<file path="config.mk">
export PLATFORM = sky130hd
export DESIGN_NAME = gpu_cmd_top
export DESIGN_NICKNAME = d
export VERILOG_FILES = /design/src/logic/gpu_cmd_pkg.sv /design/src/logic/gpu_cmd_top.sv /design/src/logic/mem_arbiter.sv /design/src/logic/mem_fill.sv /design/src/logic/reg_file.sv /design/src/logic/cmd_fifo.sv
export SDC_FILE = /design/constraint.sdc
export NUM_CORES = 1
export LEC_CHECK = 0
export BUFFER_PORTS_ARGS = -buffer_cell sky130_fd_sc_hd__buf_2
export CAP_MARGIN = 20
export CORE_ASPECT_RATIO = 2
export CORE_MARGIN = 8
export CORE_UTILIZATION = 65
export CTS_BUF_LIST = sky130_fd_sc_hd__clkbuf_8
export CTS_CLUSTER_DIAMETER = 100
export CTS_CLUSTER_SIZE = 28
export DETAILED_ROUTE_END_ITERATION = 12
export PLACE_DENSITY = 0.83
export SYNTH_ARGS = -nofsm -noshare
export SYNTH_HDL_FRONTEND = slang
export SYNTH_HIERARCHICAL = 1
export SYNTH_SLANG_ARGS = --single-unit
</file>
<file path="constraint.sdc">
create_clock -name clk_core -period 6.6 [get_ports clk_core]
set_input_delay 0.66 -clock clk_core [delete_from_list [all_inputs] [get_ports clk_core]]
set_output_delay 0.66 -clock clk_core [all_outputs]
set_load 0.05 [all_outputs]
</file>
<file path="src/logic/gpu_cmd_pkg.sv">
package gpu_cmd_pkg;

    // ============================================================
    // Field widths
    // ============================================================

    localparam int REG_ADDR_W    = 7;
    localparam int REG_DATA_W    = 32;
    // Half-word addressing on the memory side
    localparam int MEM_ADDR_W    = 24;
    localparam int MEM_DATA_W    = 16;
    localparam int FRAME_COUNT_W = 16;
    // Word count field of the fill command
    localparam int FILL_COUNT_W  = 20;

    typedef logic [REG_ADDR_W-1:0]    reg_addr_t;
    typedef logic [REG_DATA_W-1:0]    reg_data_t;
    typedef logic [MEM_ADDR_W-1:0]    mem_addr_t;
    typedef logic [MEM_DATA_W-1:0]    mem_data_t;
    typedef logic [FRAME_COUNT_W-1:0] frame_count_t;

    // ============================================================
    // Register map
    // ============================================================

    // Fill start address, low 24 bits
    localparam reg_addr_t REG_FILL_BASE   = 7'h10;
    // Fill pattern, low 16 bits
    localparam reg_addr_t REG_FILL_VALUE  = 7'h11;
    // Word count, nonzero write kicks off a fill
    localparam reg_addr_t REG_FILL_COUNT  = 7'h12;
    // Timestamp target, write queues one memory write
    localparam reg_addr_t REG_TS_ADDR     = 7'h20;
    // Read only frame counter
    localparam reg_addr_t REG_FRAME_COUNT = 7'h30;

    // ============================================================
    // Bundles
    // ============================================================

    // Register command, rw set means read
    typedef struct packed {
        logic      rw;
        reg_addr_t addr;
        reg_data_t data;
    } cmd_t;

    // Single-word memory write
    typedef struct packed {
        mem_addr_t addr;
        mem_data_t wdata;
    } mem_wr_t;

endpackage
</file>
<file path="src/logic/gpu_cmd_top.sv">
`timescale 1ns/1ps

module gpu_cmd_top #(
    parameter int FIFO_DEPTH = 16
) (
    input  logic                   clk_core,
    input  logic                   rst_n_core,
    // Credit-based command intake
    input  logic                   cmd_valid,
    input  gpu_cmd_pkg::cmd_t      cmd,
    output logic                   cmd_credit,
    // Read responses
    output logic                   rsp_valid,
    output gpu_cmd_pkg::reg_data_t rsp_data,
    // Frame start from the display side
    input  logic                   frame_tick,
    // External memory request port
    output logic                   mem_valid,
    output gpu_cmd_pkg::mem_wr_t   mem_wr,
    input  logic                   mem_ack
);

    // ============================================================
    // Internal wiring
    // ============================================================

    // FIFO to register file
    gpu_cmd_pkg::cmd_t                    head_cmd;
    logic                                 not_empty;
    logic                                 pop;

    // Register file to fill engine
    logic                                 fill_start;
    gpu_cmd_pkg::mem_addr_t               fill_base;
    gpu_cmd_pkg::mem_data_t               fill_value;
    logic [gpu_cmd_pkg::FILL_COUNT_W-1:0] fill_count;
    logic                                 fill_busy;

    // Arbiter ports
    logic                                 ts_req;
    gpu_cmd_pkg::mem_wr_t                 ts_wr;
    logic                                 ts_done;
    logic                                 fill_req;
    gpu_cmd_pkg::mem_wr_t                 fill_wr;
    logic                                 fill_done;

    // ============================================================
    // Blocks
    // ============================================================

    cmd_fifo #(
        .FIFO_DEPTH(FIFO_DEPTH)
    ) u_cmd_fifo (
        .clk_core   (clk_core),
        .rst_n_core (rst_n_core),
        .push       (cmd_valid),
        .push_cmd   (cmd),
        .pop        (pop),
        .head_cmd   (head_cmd),
        .not_empty  (not_empty),
        .cmd_credit (cmd_credit)
    );

    reg_file u_reg_file (
        .clk_core   (clk_core),
        .rst_n_core (rst_n_core),
        .head_cmd   (head_cmd),
        .not_empty  (not_empty),
        .fill_busy  (fill_busy),
        .frame_tick (frame_tick),
        .ts_done    (ts_done),
        .pop        (pop),
        .rsp_valid  (rsp_valid),
        .rsp_data   (rsp_data),
        .fill_start (fill_start),
        .fill_base  (fill_base),
        .fill_value (fill_value),
        .fill_count (fill_count),
        .ts_req     (ts_req),
        .ts_wr      (ts_wr)
    );

    mem_fill u_mem_fill (
        .clk_core   (clk_core),
        .rst_n_core (rst_n_core),
        .fill_start (fill_start),
        .fill_base  (fill_base),
        .fill_value (fill_value),
        .fill_count (fill_count),
        .fill_done  (fill_done),
        .fill_busy  (fill_busy),
        .fill_req   (fill_req),
        .fill_wr    (fill_wr)
    );

    // Port 0 timestamp, port 1 fill
    mem_arbiter u_mem_arbiter (
        .clk_core   (clk_core),
        .rst_n_core (rst_n_core),
        .ts_req     (ts_req),
        .ts_wr      (ts_wr),
        .fill_req   (fill_req),
        .fill_wr    (fill_wr),
        .mem_ack    (mem_ack),
        .ts_done    (ts_done),
        .fill_done  (fill_done),
        .mem_valid  (mem_valid),
        .mem_wr     (mem_wr)
    );

endmodule

</file>
<file path="src/logic/mem_arbiter.sv">
`timescale 1ns/1ps

module mem_arbiter (
    input  logic                 clk_core,
    input  logic                 rst_n_core,
    input  logic                 ts_req,
    input  gpu_cmd_pkg::mem_wr_t ts_wr,
    input  logic                 fill_req,
    input  gpu_cmd_pkg::mem_wr_t fill_wr,
    input  logic                 mem_ack,
    output logic                 ts_done,
    output logic                 fill_done,
    output logic                 mem_valid,
    output gpu_cmd_pkg::mem_wr_t mem_wr
);

    typedef enum logic [1:0] {
        IDLE,
        SERVE_TS,
        SERVE_FILL
    } arb_state_t;

    arb_state_t state;

    // ============================================================
    // Grant
    // ============================================================

    // Port 0 is the timestamp, always wins
    always_ff @(posedge clk_core or negedge rst_n_core) begin
        if (!rst_n_core) begin
            state <= IDLE;
        end else begin
            case (state)
                IDLE: begin
                    if (ts_req) begin
                        state <= SERVE_TS;
                    end else if (fill_req) begin
                        state <= SERVE_FILL;
                    end
                end
                // Grant holds until the external ack
                SERVE_TS,
                SERVE_FILL: begin
                    if (mem_ack) begin
                        state <= IDLE;
                    end
                end
                default: state <= IDLE;
            endcase
        end
    end

    // Winning request captured at grant, steady until ack
    always_ff @(posedge clk_core) begin
        if (state == IDLE) begin
            mem_wr <= ts_req ? ts_wr : fill_wr;
        end
    end

    // ============================================================
    // External port and completions
    // ============================================================

    assign mem_valid = (state != IDLE);

    // Done in the ack cycle so the requester steps before the next grant
    assign ts_done   = (state == SERVE_TS) && mem_ack;
    assign fill_done = (state == SERVE_FILL) && mem_ack;

endmodule

</file>
<file path="src/logic/mem_fill.sv">
`timescale 1ns/1ps

module mem_fill (
    input  logic                                 clk_core,
    input  logic                                 rst_n_core,
    input  logic                                 fill_start,
    input  gpu_cmd_pkg::mem_addr_t               fill_base,
    input  gpu_cmd_pkg::mem_data_t               fill_value,
    input  logic [gpu_cmd_pkg::FILL_COUNT_W-1:0] fill_count,
    input  logic                                 fill_done,
    output logic                                 fill_busy,
    output logic                                 fill_req,
    output gpu_cmd_pkg::mem_wr_t                 fill_wr
);

    typedef enum logic {
        IDLE,
        WRITE
    } fill_state_t;

    fill_state_t                          state;
    gpu_cmd_pkg::mem_addr_t               cur_addr;
    logic [gpu_cmd_pkg::FILL_COUNT_W-1:0] remaining;
    gpu_cmd_pkg::mem_data_t               value;

    // Request stays up for the whole run, one word per acknowledged transfer
    assign fill_busy     = (state == WRITE);
    assign fill_req      = (state == WRITE);
    assign fill_wr.addr  = cur_addr;
    assign fill_wr.wdata = value;

    always_ff @(posedge clk_core or negedge rst_n_core) begin
        if (!rst_n_core) begin
            state     <= IDLE;
            cur_addr  <= '0;
            remaining <= '0;
        end else begin
            case (state)
                IDLE: begin
                    if (fill_start && (fill_count != '0)) begin
                        cur_addr  <= fill_base;
                        remaining <= fill_count;
                        state     <= WRITE;
                    end
                end
                WRITE: begin
                    // Advance on each completed word
                    if (fill_done) begin
                        cur_addr  <= cur_addr + 1'b1;
                        remaining <= remaining - 1'b1;
                        if (remaining == 1) begin
                            state <= IDLE;
                        end
                    end
                end
                default: state <= IDLE;
            endcase
        end
    end

    // Fill pattern, captured once per run
    always_ff @(posedge clk_core) begin
        if (fill_start && (state == IDLE)) begin
            value <= fill_value;
        end
    end

endmodule

</file>
<file path="src/logic/reg_file.sv">
`timescale 1ns/1ps

module reg_file (
    input  logic                                 clk_core,
    input  logic                                 rst_n_core,
    input  gpu_cmd_pkg::cmd_t                    head_cmd,
    input  logic                                 not_empty,
    input  logic                                 fill_busy,
    input  logic                                 frame_tick,
    input  logic                                 ts_done,
    output logic                                 pop,
    output logic                                 rsp_valid,
    output gpu_cmd_pkg::reg_data_t               rsp_data,
    output logic                                 fill_start,
    output gpu_cmd_pkg::mem_addr_t               fill_base,
    output gpu_cmd_pkg::mem_data_t               fill_value,
    output logic [gpu_cmd_pkg::FILL_COUNT_W-1:0] fill_count,
    output logic                                 ts_req,
    output gpu_cmd_pkg::mem_wr_t                 ts_wr
);

    logic                                 ts_pending;
    logic                                 wr_en;
    logic [gpu_cmd_pkg::FILL_COUNT_W-1:0] fill_count_q;
    gpu_cmd_pkg::frame_count_t            frame_count;
    gpu_cmd_pkg::reg_data_t               rd_data;

    // ============================================================
    // Command intake
    // ============================================================

    // Hold the queue while a fill or timestamp owns the memory path
    assign pop   = not_empty && !fill_busy && !ts_pending;
    assign wr_en = pop && !head_cmd.rw;

    // Fill kicks off in the pop cycle so fill_busy is up before the next pop
    assign fill_count = head_cmd.data[gpu_cmd_pkg::FILL_COUNT_W-1:0];
    assign fill_start = wr_en && (head_cmd.addr == gpu_cmd_pkg::REG_FILL_COUNT) &&
                        (fill_count != '0);

    assign ts_req = ts_pending;

    // Frame counter, one step per tick
    always_ff @(posedge clk_core or negedge rst_n_core) begin
        if (!rst_n_core) begin
            frame_count <= '0;
        end else if (frame_tick) begin
            frame_count <= frame_count + 1'b1;
        end
    end

    // ============================================================
    // Register writes
    // ============================================================

    always_ff @(posedge clk_core or negedge rst_n_core) begin
        if (!rst_n_core) begin
            fill_base    <= '0;
            fill_value   <= '0;
            fill_count_q <= '0;
            ts_wr        <= '0;
            ts_pending   <= 1'b0;
        end else begin
            // Arbiter finished the timestamp write
            if (ts_done) begin
                ts_pending <= 1'b0;
            end
            if (wr_en) begin
                case (head_cmd.addr)
                    gpu_cmd_pkg::REG_FILL_BASE:
                        fill_base <= head_cmd.data[gpu_cmd_pkg::MEM_ADDR_W-1:0];
                    gpu_cmd_pkg::REG_FILL_VALUE:
                        fill_value <= head_cmd.data[gpu_cmd_pkg::MEM_DATA_W-1:0];
                    gpu_cmd_pkg::REG_FILL_COUNT:
                        fill_count_q <= fill_count;
                    gpu_cmd_pkg::REG_TS_ADDR: begin
                        // Snapshot of the frame count at pop time
                        ts_wr.addr  <= head_cmd.data[gpu_cmd_pkg::MEM_ADDR_W-1:0];
                        ts_wr.wdata <= gpu_cmd_pkg::mem_data_t'(frame_count);
                        ts_pending  <= 1'b1;
                    end
                    default: ;
                endcase
            end
        end
    end

    // ============================================================
    // Read path
    // ============================================================

    // Unmapped addresses read as zero
    always_comb begin
        case (head_cmd.addr)
            gpu_cmd_pkg::REG_FILL_BASE:   rd_data = gpu_cmd_pkg::reg_data_t'(fill_base);
            gpu_cmd_pkg::REG_FILL_VALUE:  rd_data = gpu_cmd_pkg::reg_data_t'(fill_value);
            gpu_cmd_pkg::REG_FILL_COUNT:  rd_data = gpu_cmd_pkg::reg_data_t'(fill_count_q);
            gpu_cmd_pkg::REG_TS_ADDR:     rd_data = gpu_cmd_pkg::reg_data_t'(ts_wr.addr);
            gpu_cmd_pkg::REG_FRAME_COUNT: rd_data = gpu_cmd_pkg::reg_data_t'(frame_count);
            default:                      rd_data = '0;
        endcase
    end

    // Response one cycle after the read pop
    always_ff @(posedge clk_core or negedge rst_n_core) begin
        if (!rst_n_core) begin
            rsp_valid <= 1'b0;
        end else begin
            rsp_valid <= pop && head_cmd.rw;
        end
    end

    always_ff @(posedge clk_core) begin
        if (pop && head_cmd.rw) begin
            rsp_data <= rd_data;
        end
    end

endmodule

</file>
<file path="src/logic/cmd_fifo.sv">
`timescale 1ns/1ps

module cmd_fifo #(
    parameter int FIFO_DEPTH = 16
) (
    input  logic              clk_core,
    input  logic              rst_n_core,
    input  logic              push,
    input  gpu_cmd_pkg::cmd_t push_cmd,
    input  logic              pop,
    output gpu_cmd_pkg::cmd_t head_cmd,
    output logic              not_empty,
    output logic              cmd_credit
);

    localparam int PTR_W = (FIFO_DEPTH > 1) ? $clog2(FIFO_DEPTH) : 1;
    localparam int CNT_W = $clog2(FIFO_DEPTH + 1);

    // Entry storage
    gpu_cmd_pkg::cmd_t mem [FIFO_DEPTH];

    logic [PTR_W-1:0] wr_ptr;
    logic [PTR_W-1:0] rd_ptr;
    logic [CNT_W-1:0] count;

    // Head is read straight out of the array
    assign head_cmd  = mem[rd_ptr];
    assign not_empty = (count != '0);

    // Sender holds a credit for every push, so no full check
    always_ff @(posedge clk_core) begin
        if (push) begin
            mem[wr_ptr] <= push_cmd;
        end
    end

    always_ff @(posedge clk_core or negedge rst_n_core) begin
        if (!rst_n_core) begin
            wr_ptr     <= '0;
            rd_ptr     <= '0;
            count      <= '0;
            cmd_credit <= 1'b0;
        end else begin
            // Pointers wrap at the depth, not at a power of two
            if (push) begin
                wr_ptr <= (wr_ptr == PTR_W'(FIFO_DEPTH - 1)) ? '0 : wr_ptr + 1'b1;
            end
            if (pop) begin
                rd_ptr <= (rd_ptr == PTR_W'(FIFO_DEPTH - 1)) ? '0 : rd_ptr + 1'b1;
            end
            // Occupancy
            case ({push, pop})
                2'b10:   count <= count + 1'b1;
                2'b01:   count <= count - 1'b1;
                default: count <= count;
            endcase
            // One credit back per entry freed
            cmd_credit <= pop;
        end
    end

endmodule

</file>
==> impl_metrics.toml, run 1 <==
[run_status]
status = "finished clean"

[route]
drt_wl_total_um = 68900
first_pass_iters = 5
drt_iter0_markers = 1555
vias = 16700
final_antenna_net_count = 0
drc = 0
wire_per_inst_um = 27.5
routed_via_density = 6.67

[floorplan]
die_h_um = 328
fp.dieW_um = 172
rows = 114
die_area_um2 = 56500
coreArea_um2 = 48200
io_pins = 120
initial_utilization = 0.657

[global_route]
antenna_found_initial = 6
top_usage_layer = "met2"
grt_use_met3 = 0.0289
grt_pass1_wl_um = 104000
grt_util_met1 = 0.286
grt_max_degree = 109
grt_overflow = 0
use_met2 = 0.436
grt_pass1_vias = 17500
track_usage = 0.247

[worst_setup_path]
critPathLaunchType = "register"
max_stage_delay_ns = 0.86
cp_max_fo = 71
worst_ep_arrival_time_ns = 5.93
cp.required_ns = 7.21
cp_slowest_cell = "dfrtp_4"
cp_num_buf_inv = 4
critPathMostFrequentCell = "buf_4"
cp_top_family = "buffers and inverters"
worstSetupPathType = "register to register"
critPathCaptureType = "register"
path_cells = "buf_12, mux4_2, a22oi_1, nand2_1, nor3_1, nand3b_1, buf_4, a31oi_1, nor2b_1, buf_4, nand2b_1, o21a_1, buf_4, a21oi_1, a211oi_1"

[pwr]
p_int_uw = 6640
ir_drop_mv = 0.218
p_sw_uw = 2660
seqPwrFrac = 0.636
combPwrFrac = 0.176
p_clk_frac = 0.187
leakage_uw = 0.0118
sw_frac_of_total = 0.286
power_density_nw_per_um2 = 280

[cells_and_area]
finalNetCount = 1898
area_growth_pct = 4.81
multi_input_comb_area_um2 = 8650
fill_cells = 3084
final_cell_count_no_fill = 2503
utilization = 0.688
seq_area_um2 = 22300
drive_gt1_frac = 0.251
postLayoutCellArea_um2 = 33200

[timing]
setup_viol = 0
slew_headroom = 0.323
fmax_mhz = 188
min_period_over_period = 0.806
hold_viol_final = 0
slew_viol_final = 0
rsz0062_at_grt = "no"
fin_crit_ns = 5.32
fin_setup_tns_ns = 0
tightest_slew_ns = 1.01
finClkSkew_ns = 0.0252

[synthesis]
synth_area_um2 = 31700
avgSynthCellArea_um2 = 17.8
synthCells = 1783
yosys_warnings = 6

[clock_tree]
worstSkewPairLatency_ns = 0.70
clkSinkCount = 771
cts-root-buf = "clkbuf_8"
cts_inserted_buffers = 31
cts_setup_buffers = 0
cts_hold_buf = 1
clk_pin_slew_ns = 0.16
cts_tree = "yes"
htreeDepth = 1
cts_resized = 0
clockBufferDepth = 3

[hold_path]
hp-class = "input pin to register"

[placed_design]
gp_congestion = 0.935
placed_cells = 2441
dp_hpwl_um = 42500
port_buffers = 103
post_dp_cell_area_um2 = 32600

[run]
maxCapViolations = 0
-- cell type report --
| class | instances | area share |
|---|---|---|
| sequential | 771 | 0.671 |
| multi-input combinational | 871 | 0.261 |
| timing repair buffer | 144 | 0.0258 |
| tap | 638 | 0.0241 |
| clock buffer | 31 | 0.0129 |
| clock inverter | 26 | 0.00332 |
| inverter | 18 | 0.00204 |
| antenna | 4 | 0.000302 |
-- power groups by stage --
stage	clock network, uW	registers [uW]	logic (uW)
2_1_floorplan	0	6310	849
4_1_cts	1790	5920	1650
6_report	1740	5920	1640
3_3_place_gp	0	5990	1600
3_5_place_dp	0	6020	1640
5_1_grt	1930	5960	1730
-- through the flow --
step | power [uW] | hold slack (ns) | setup slack [ns]
2_1_floorplan | 7160 | 0.364 | 1.73
3_3_place_gp | 7590 | 0.452 | 1.48
3_5_place_dp | 7670 | 0.457 | 1.30
4_1_cts | 9350 | 0.166 | 1.26
5_1_grt | 9620 | 0.180 | 1.01
6_report | 9300 | 0.212 | 1.28
-- cell usage in the layout (no fill, tap or decap), types with 29 or more instances in the layout --
cell / instances
buf_4: 38
dfrtp_1: 176
o21ai_0: 38
a22oi_1: 96
mux2_4: 39
clkbuf_8: 31
mux2_2: 83
nand3_1: 29
nor2_1: 37
mux4_2: 128
a21oi_1: 45
buf_2: 102
edfxtp_1: 592
inv_1: 42
nand2_1: 86
mux2_1: 39
-- routing by layer --
metal	part of all wire	up-vias
li1	-	7110
met1	0.34	8564
met2	0.53	782
met3	0.070	226
met4	0.057	2
met5	0.00017	-
-- worst paths after layout --
path,from,to,slack (ns),cells after the start
setup / recovery,u_cmd_fifo/rd_ptr[1]$_DFFE_PN0P_,u_mem_fill/cur_addr[20]$_DFFE_PN0P_,1.28,15
hold / removal,frame_tick,u_reg_file/frame_count[0]$_DFFE_PN0P_,0.21,2
setup reg to reg,u_cmd_fifo/rd_ptr[1]$_DFFE_PN0P_,u_mem_fill/cur_addr[20]$_DFFE_PN0P_,1.28,15
hold reg to reg,u_cmd_fifo/count[4]$_DFFE_PN0P_,u_cmd_fifo/count[4]$_DFFE_PN0P_,0.49,1
max in group asynchronous,rst_n_core,u_reg_file/fill_count_q[14]$_DFFE_PN0P_,4.82,3
min in group asynchronous,rst_n_core,u_reg_file/ts_req$_DFF_PN0_,0.54,2
-- flip-flops by register name (all words and copies together) (netlist names), 2 cells and up --
| register | count |
|---|---|
| u_cmd_fifo/count | 5 |
| u_cmd_fifo/mem | 512 |
| u_cmd_fifo/rd_ptr | 4 |
| u_cmd_fifo/wr_ptr | 4 |
| u_mem_arbiter/mem_wr | 40 |
| u_mem_arbiter/state | 2 |
| u_mem_fill/cur_addr | 24 |
| u_mem_fill/remaining | 20 |
| u_mem_fill/value | 16 |
| u_reg_file/fill_base | 24 |
| u_reg_file/fill_count_q | 20 |
| u_reg_file/fill_value | 16 |
| u_reg_file/frame_count | 16 |
| u_reg_file/rsp_data | 24 |
| u_reg_file/ts_wr | 40 |
No activity file was read; power rests on OpenSTA's default activity.
==> run 2: changes to the inputs <==
==> constraint.sdc (replaced) <==
create_clock -name clk_core -period 5.58 [get_ports clk_core]
set_input_delay 0.558 -clock clk_core [delete_from_list [all_inputs] [get_ports clk_core]]
set_output_delay 0.558 -clock clk_core [all_outputs]
set_load 0.05 [all_outputs]
==> impl_metrics.toml, run 2 (synthesis results as in run 1) <==
[timing]
slew_headroom = 0.235
rsz0062_at_grt = "no"
min_period_over_period = 0.895
hold_viol_final = 0
fmax_mhz = 200
layout_setup_ws_ns = 0.584
fin_setup_tns_ns = 0
fin_crit_ns = 5.00
tightest_slew_ns = 1.14
finClkSkew_ns = 0.0312
setup_viol = 0
slew_viol_final = 0

[worst_setup_path]
cp_max_fo = 63
cp_slowest_cell = "dfrtp_4"
critPathCaptureType = "register"
max_stage_delay_ns = 0.81
r2r_start = "u_cmd_fifo/rd_ptr[1]$_DFFE_PN0P_"
worstSetupPathType = "register to register"
path_cells = "buf_12, mux4_2, a22oi_1, nand2_1, nor3_1, nand3b_1, a31oi_1, nor2b_1, nand2b_1, o21a_1, buf_4, a21oi_1, a211oi_1"
cp.required_ns = 6.20
cp-startpoint = "u_cmd_fifo/rd_ptr[1]$_DFFE_PN0P_"
worst_ep_arrival_time_ns = 5.62
critPathLaunchType = "register"

[route]
wire_per_inst_um = 28.1
vias = 16900
drt_iter0_markers = 1581
routed_via_density = 6.75
final_antenna_net_count = 0
first_pass_iters = 8
drc = 0
drt_wl_total_um = 70300

[placed_design]
pre_cts_ws_ns = 0.577
post_dp_cell_area_um2 = 32700
port_buffers = 103
dp_hpwl_um = 44200
gp_congestion = 0.941

[floorplan]
initial_utilization = 0.657
io_pins = 120
fp.dieW_um = 172
die_area_um2 = 56500
rows = 114
coreArea_um2 = 48200
die_h_um = 328

[clock_tree]
cts_inserted_buffers = 31
htreeDepth = 1
cts-root-buf = "clkbuf_8"
clockBufferDepth = 3
worstSkewPairLatency_ns = 0.71
clk_pin_slew_ns = 0.16
cts_resized = 0
cts_tree = "yes"
cts_setup_buffers = 0
clkSinkCount = 771
cts_hold_buf = 1

[global_route]
antenna_found_initial = 8
grt_pass1_vias = 17800
grt_overflow = 0
track_usage = 0.253
grt_pass1_wl_um = 106000
grt_max_degree = 96

[pwr]
power_density_nw_per_um2 = 332
leakage_uw = 0.0118
ir_drop_mv = 0.283

[cells_and_area]
largest_register = "u_cmd_fifo/mem"
top_regs = "u_cmd_fifo/mem (512), u_mem_arbiter/mem_wr (40), u_reg_file/ts_wr (40)"
layout.cells.most_common = "edfxtp_1"
postLayoutCellArea_um2 = 33200
final_cell_mix = "edfxtp_1, dfrtp_1, mux4_2"
finalNetCount = 1901
largest_reg_flops = 512
utilization = 0.689
drive_gt1_frac = 0.253
area_growth_pct = 4.93

[run]
maxCapViolations = 0

[hold_path]
hp-class = "input pin to register"
min_from = "frame_tick"

[run_status]
status = "finished clean"
## run 2: layout make-up
type	count	area (um2)
Clock inverter	26	110
Tap cell	638	798
Sequential cell	771	22300
Antenna cell	5	12.5
Fill cell	3058	15000
Clock buffer	31	427
Inverter	18	67.6
Multi-Input combinational cell	871	8650
Timing Repair Buffer	147	892
## run 2: final timing paths
path                                                         endpoint  slack, ns  cells after the start
worst max-delay path              u_mem_fill/cur_addr[16]$_DFFE_PN0P_       0.58                     13
worst min-delay path            u_reg_file/frame_count[0]$_DFFE_PN0P_       0.09                      2
worst max register to register    u_mem_fill/cur_addr[16]$_DFFE_PN0P_       0.58                     13
worst min register to register          u_mem_fill/value[4]$_DFFE_PP_       0.49                      0
max in group asynchronous         u_mem_fill/remaining[6]$_DFFE_PN0P_       4.10                      3
min in group asynchronous       u_reg_file/frame_count[1]$_DFFE_PN0P_       0.47                      2
## run 2: metal layers
layer	routed length, um	global-route usage	vias up
met4	4190	0.142	2
met5	10	0	-
met1	23800	0.293	8724
met3	4770	0.0320	244
li1	-	-	7132
met2	37600	0.445	828
## run 2: worst max-delay path: cells and delay by family (launching register included)
| kind | cells | cell delay [ns] |
|---|---|---|
| compound gates | 5 | 1.43 |
| simple gates | 5 | 1.12 |
| mux | 1 | 0.57 |
| flops | 1 | 0.81 |
| buf+inv | 2 | 0.97 |
## run 2: report_power, final
| group | internal [uW] | leakage [uW] | switching, uW |
|---|---|---|---|
| Sequential | 6760 | 0.00777 | 247 |
| Combinational | 565 | 0.00365 | 1390 |
| Clock | 534 | 0.000363 | 1550 |
| Total | 7860 | 0.0118 | 3180 |
## run 2: per-stage QoR
| stage | hold WS (ns) | std cells | power, uW |
|---|---|---|---|
| floorplan | 0.262 | 1790 | 8470 |
| global placement | 0.452 | 2444 | 8980 |
| detailed placement | 0.455 | 2444 | 9090 |
| CTS | 0.0387 | 2502 | 11100 |
| global route | 0.0787 | 2505 | 11400 |
| finish | 0.0933 | 2507 | 11000 |
==> run 3: changes to the inputs <==
--- a/config.mk
+++ b/config.mk
@@ -14,7 +14,9 @@
 export CTS_CLUSTER_DIAMETER = 100
 export CTS_CLUSTER_SIZE = 28
 export DETAILED_ROUTE_END_ITERATION = 12
+export GPL_TIMING_DRIVEN = 0
 export PLACE_DENSITY = 0.83
+export RECOVER_POWER = 25
 export SYNTH_ARGS = -nofsm -noshare
 export SYNTH_HDL_FRONTEND = slang
 export SYNTH_HIERARCHICAL = 1
==> impl_metrics.toml, run 3 (synthesis results as in run 1) <==
[run_status]
status = "finished clean"

[pwr]
sw_frac_of_total = 0.291
leakage_uw = 0.0123
seqPwrFrac = 0.621
ir_drop_mv = 0.219
p_int_uw = 7990
power_density_nw_per_um2 = 329
p_sw_uw = 3270
p_clk_frac = 0.185
power_uw = 11300
combPwrFrac = 0.194

[clock_tree]
cts_inserted_buffers = 31
worstSkewPairLatency_ns = 0.71
clockBufferDepth = 3
clk_pin_slew_ns = 0.16
cts-root-buf = "clkbuf_8"
cts_tree = "yes"
clkSinkCount = 771
htreeDepth = 1

[cells_and_area]
utilization = 0.711
drive_gt1_frac = 0.259
finalNetCount = 2032
area_growth_pct = 8.33
final_cell_mix = "edfxtp_1, dfrtp_1, mux4_2"
layout.cells.most_common = "edfxtp_1"
largest_register = "u_cmd_fifo/mem"
largest_reg_flops = 512
postLayoutCellArea_um2 = 34300
top_regs = "u_cmd_fifo/mem (512), u_mem_arbiter/mem_wr (40), u_reg_file/ts_wr (40)"

[timing]
setup_viol = 0
hold_viol_final = 0
hold_slack_ns = 0.0969
slew_viol_final = 0
tightest_slew_ns = 1.00
fin_crit_ns = 5.54
finClkSkew_ns = 0.0334
fmax_mhz = 180
slew_headroom = 0.329
min_period_over_period = 0.993
fin_setup_tns_ns = 0

[placed_design]
port_buffers = 102
gp_congestion = 0.981
dp_hpwl_um = 58500
post_dp_cell_area_um2 = 33700

[worst_setup_path]
rrSetupSlack_ns = 0.04
critPathCaptureType = "register"
cp_max_fo = 10
critPathLaunchType = "register"
cp_top_family = "buffers and inverters"
path_cells = "buf_2, buf_6, buf_6, mux4_2, a22oi_1, nand2_1, buf_6, or3b_4, nor3_1, nand3b_1, clkbuf_2, a31oi_1, nor2b_4, nand2b_1, o21a_1, clkbuf_1, clkbuf_4, a21oi_1, a311oi_1"
cp.required_ns = 6.20
worstSetupPathType = "register to register"
cp_slowest_cell = "mux4_2"
critPathMostFrequentCell = "buf_6"
max_stage_delay_ns = 0.51
worst_ep_arrival_time_ns = 6.16
cp_num_buf_inv = 7

[floorplan]
die_h_um = 328
die_area_um2 = 56500
initial_utilization = 0.657
io_pins = 120
coreArea_um2 = 48200
rows = 114
fp.dieW_um = 172

[route]
drt_wl_total_um = 79000
routed_via_density = 6.71
drc = 0
wire_per_inst_um = 30.0
first_pass_iters = 5
drt_iter0_markers = 1480
final_antenna_net_count = 0
vias = 17700

[global_route]
use_met2 = 0.520
grt_use_met3 = 0.0380
grt_overflow = 0
track_usage = 0.281
grt_max_degree = 122
grt_pass1_vias = 18600
grt_util_met1 = 0.273
antenna_found_initial = 4
grt_pass1_wl_um = 114000
top_usage_layer = "met2"

[run]
maxCapViolations = 0

[hold_path]
hp-class = "input pin to register"
-- run 3: stage by stage --
step	setup WS [ns]	std cells
after global placement	-1.90	2530
final	0.0386	2636
after floorplan	0.710	1790
after global routing	-0.0247	2635
after detailed placement	-0.548	2572
after CTS	0.0170	2630
-- run 3: final cells by class --
class	count	area [um2]
well taps	638	798
flip-flops and latches	771	22300
repair buffers	148	1130
multi-input cells	871	8660
plain buffers	130	851
clock buffers	31	427
diodes	3	7.51
inverters	18	67.6
clock inverters	26	110
fillers	2978	13900
-- run 3: what timing repair did --
item,in CTS,in global routing
hold buffers,1,0
endpoints found under the hold margin,58,0
buffers inserted,0,3
setup endpoints to repair,43,37
gates resized for setup,8,7
-- run 3: path summary, 6_finish.rpt --
check,startpoint,to,depth (start not counted)
max,u_cmd_fifo/rd_ptr[1]$_DFFE_PN0P_,u_mem_fill/cur_addr[22]$_DFFE_PN0P_,19
min,frame_tick,u_reg_file/frame_count[0]$_DFFE_PN0P_,2
max reg2reg,u_cmd_fifo/rd_ptr[1]$_DFFE_PN0P_,u_mem_fill/cur_addr[22]$_DFFE_PN0P_,19
min reg2reg,u_cmd_fifo/count[4]$_DFFE_PN0P_,u_cmd_fifo/count[4]$_DFFE_PN0P_,1
max in group asynchronous,rst_n_core,u_mem_fill/remaining[13]$_DFFE_PN0P_,3
min in group asynchronous,rst_n_core,u_reg_file/ts_wr[36]$_DFFE_PN0P_,2
-- run 3: worst register-to-register path, stage by stage (launching register included) --
cell and delay, ns:
dfrtp_1 0.39, buf_2 0.30, buf_6 0.27, buf_6 0.23, mux4_2 0.52, a22oi_1 0.19, nand2_1 0.16, buf_6 0.20
or3b_4 0.43, nor3_1 0.26, nand3b_1 0.23, clkbuf_2 0.38, a31oi_1 0.30, nor2b_4 0.31, nand2b_1 0.15, o21a_1 0.13
clkbuf_1 0.31, clkbuf_4 0.37, a21oi_1 0.10, a311oi_1 0.24
-- run 3: layer usage --
metal  vias to the layer above  part of all wire
li1                       7396                 -
met1                      9016              0.30
met2                       942              0.55
met3                       341             0.064
met4                         2             0.087
met5                         -           0.00016
-- run 3: power groups by stage --
| stage | combinational [uW] | clock, uW | sequential, uW |
|---|---|---|---|
| 3_5_place_dp | 2170 | 0 | 7120 |
| 6_report | 2190 | 2090 | 6990 |
| 3_3_place_gp | 1960 | 0 | 7120 |
| 5_1_grt | 2290 | 2280 | 7030 |
| 2_1_floorplan | 1000 | 0 | 7470 |
| 4_1_cts | 2170 | 2120 | 6990 |
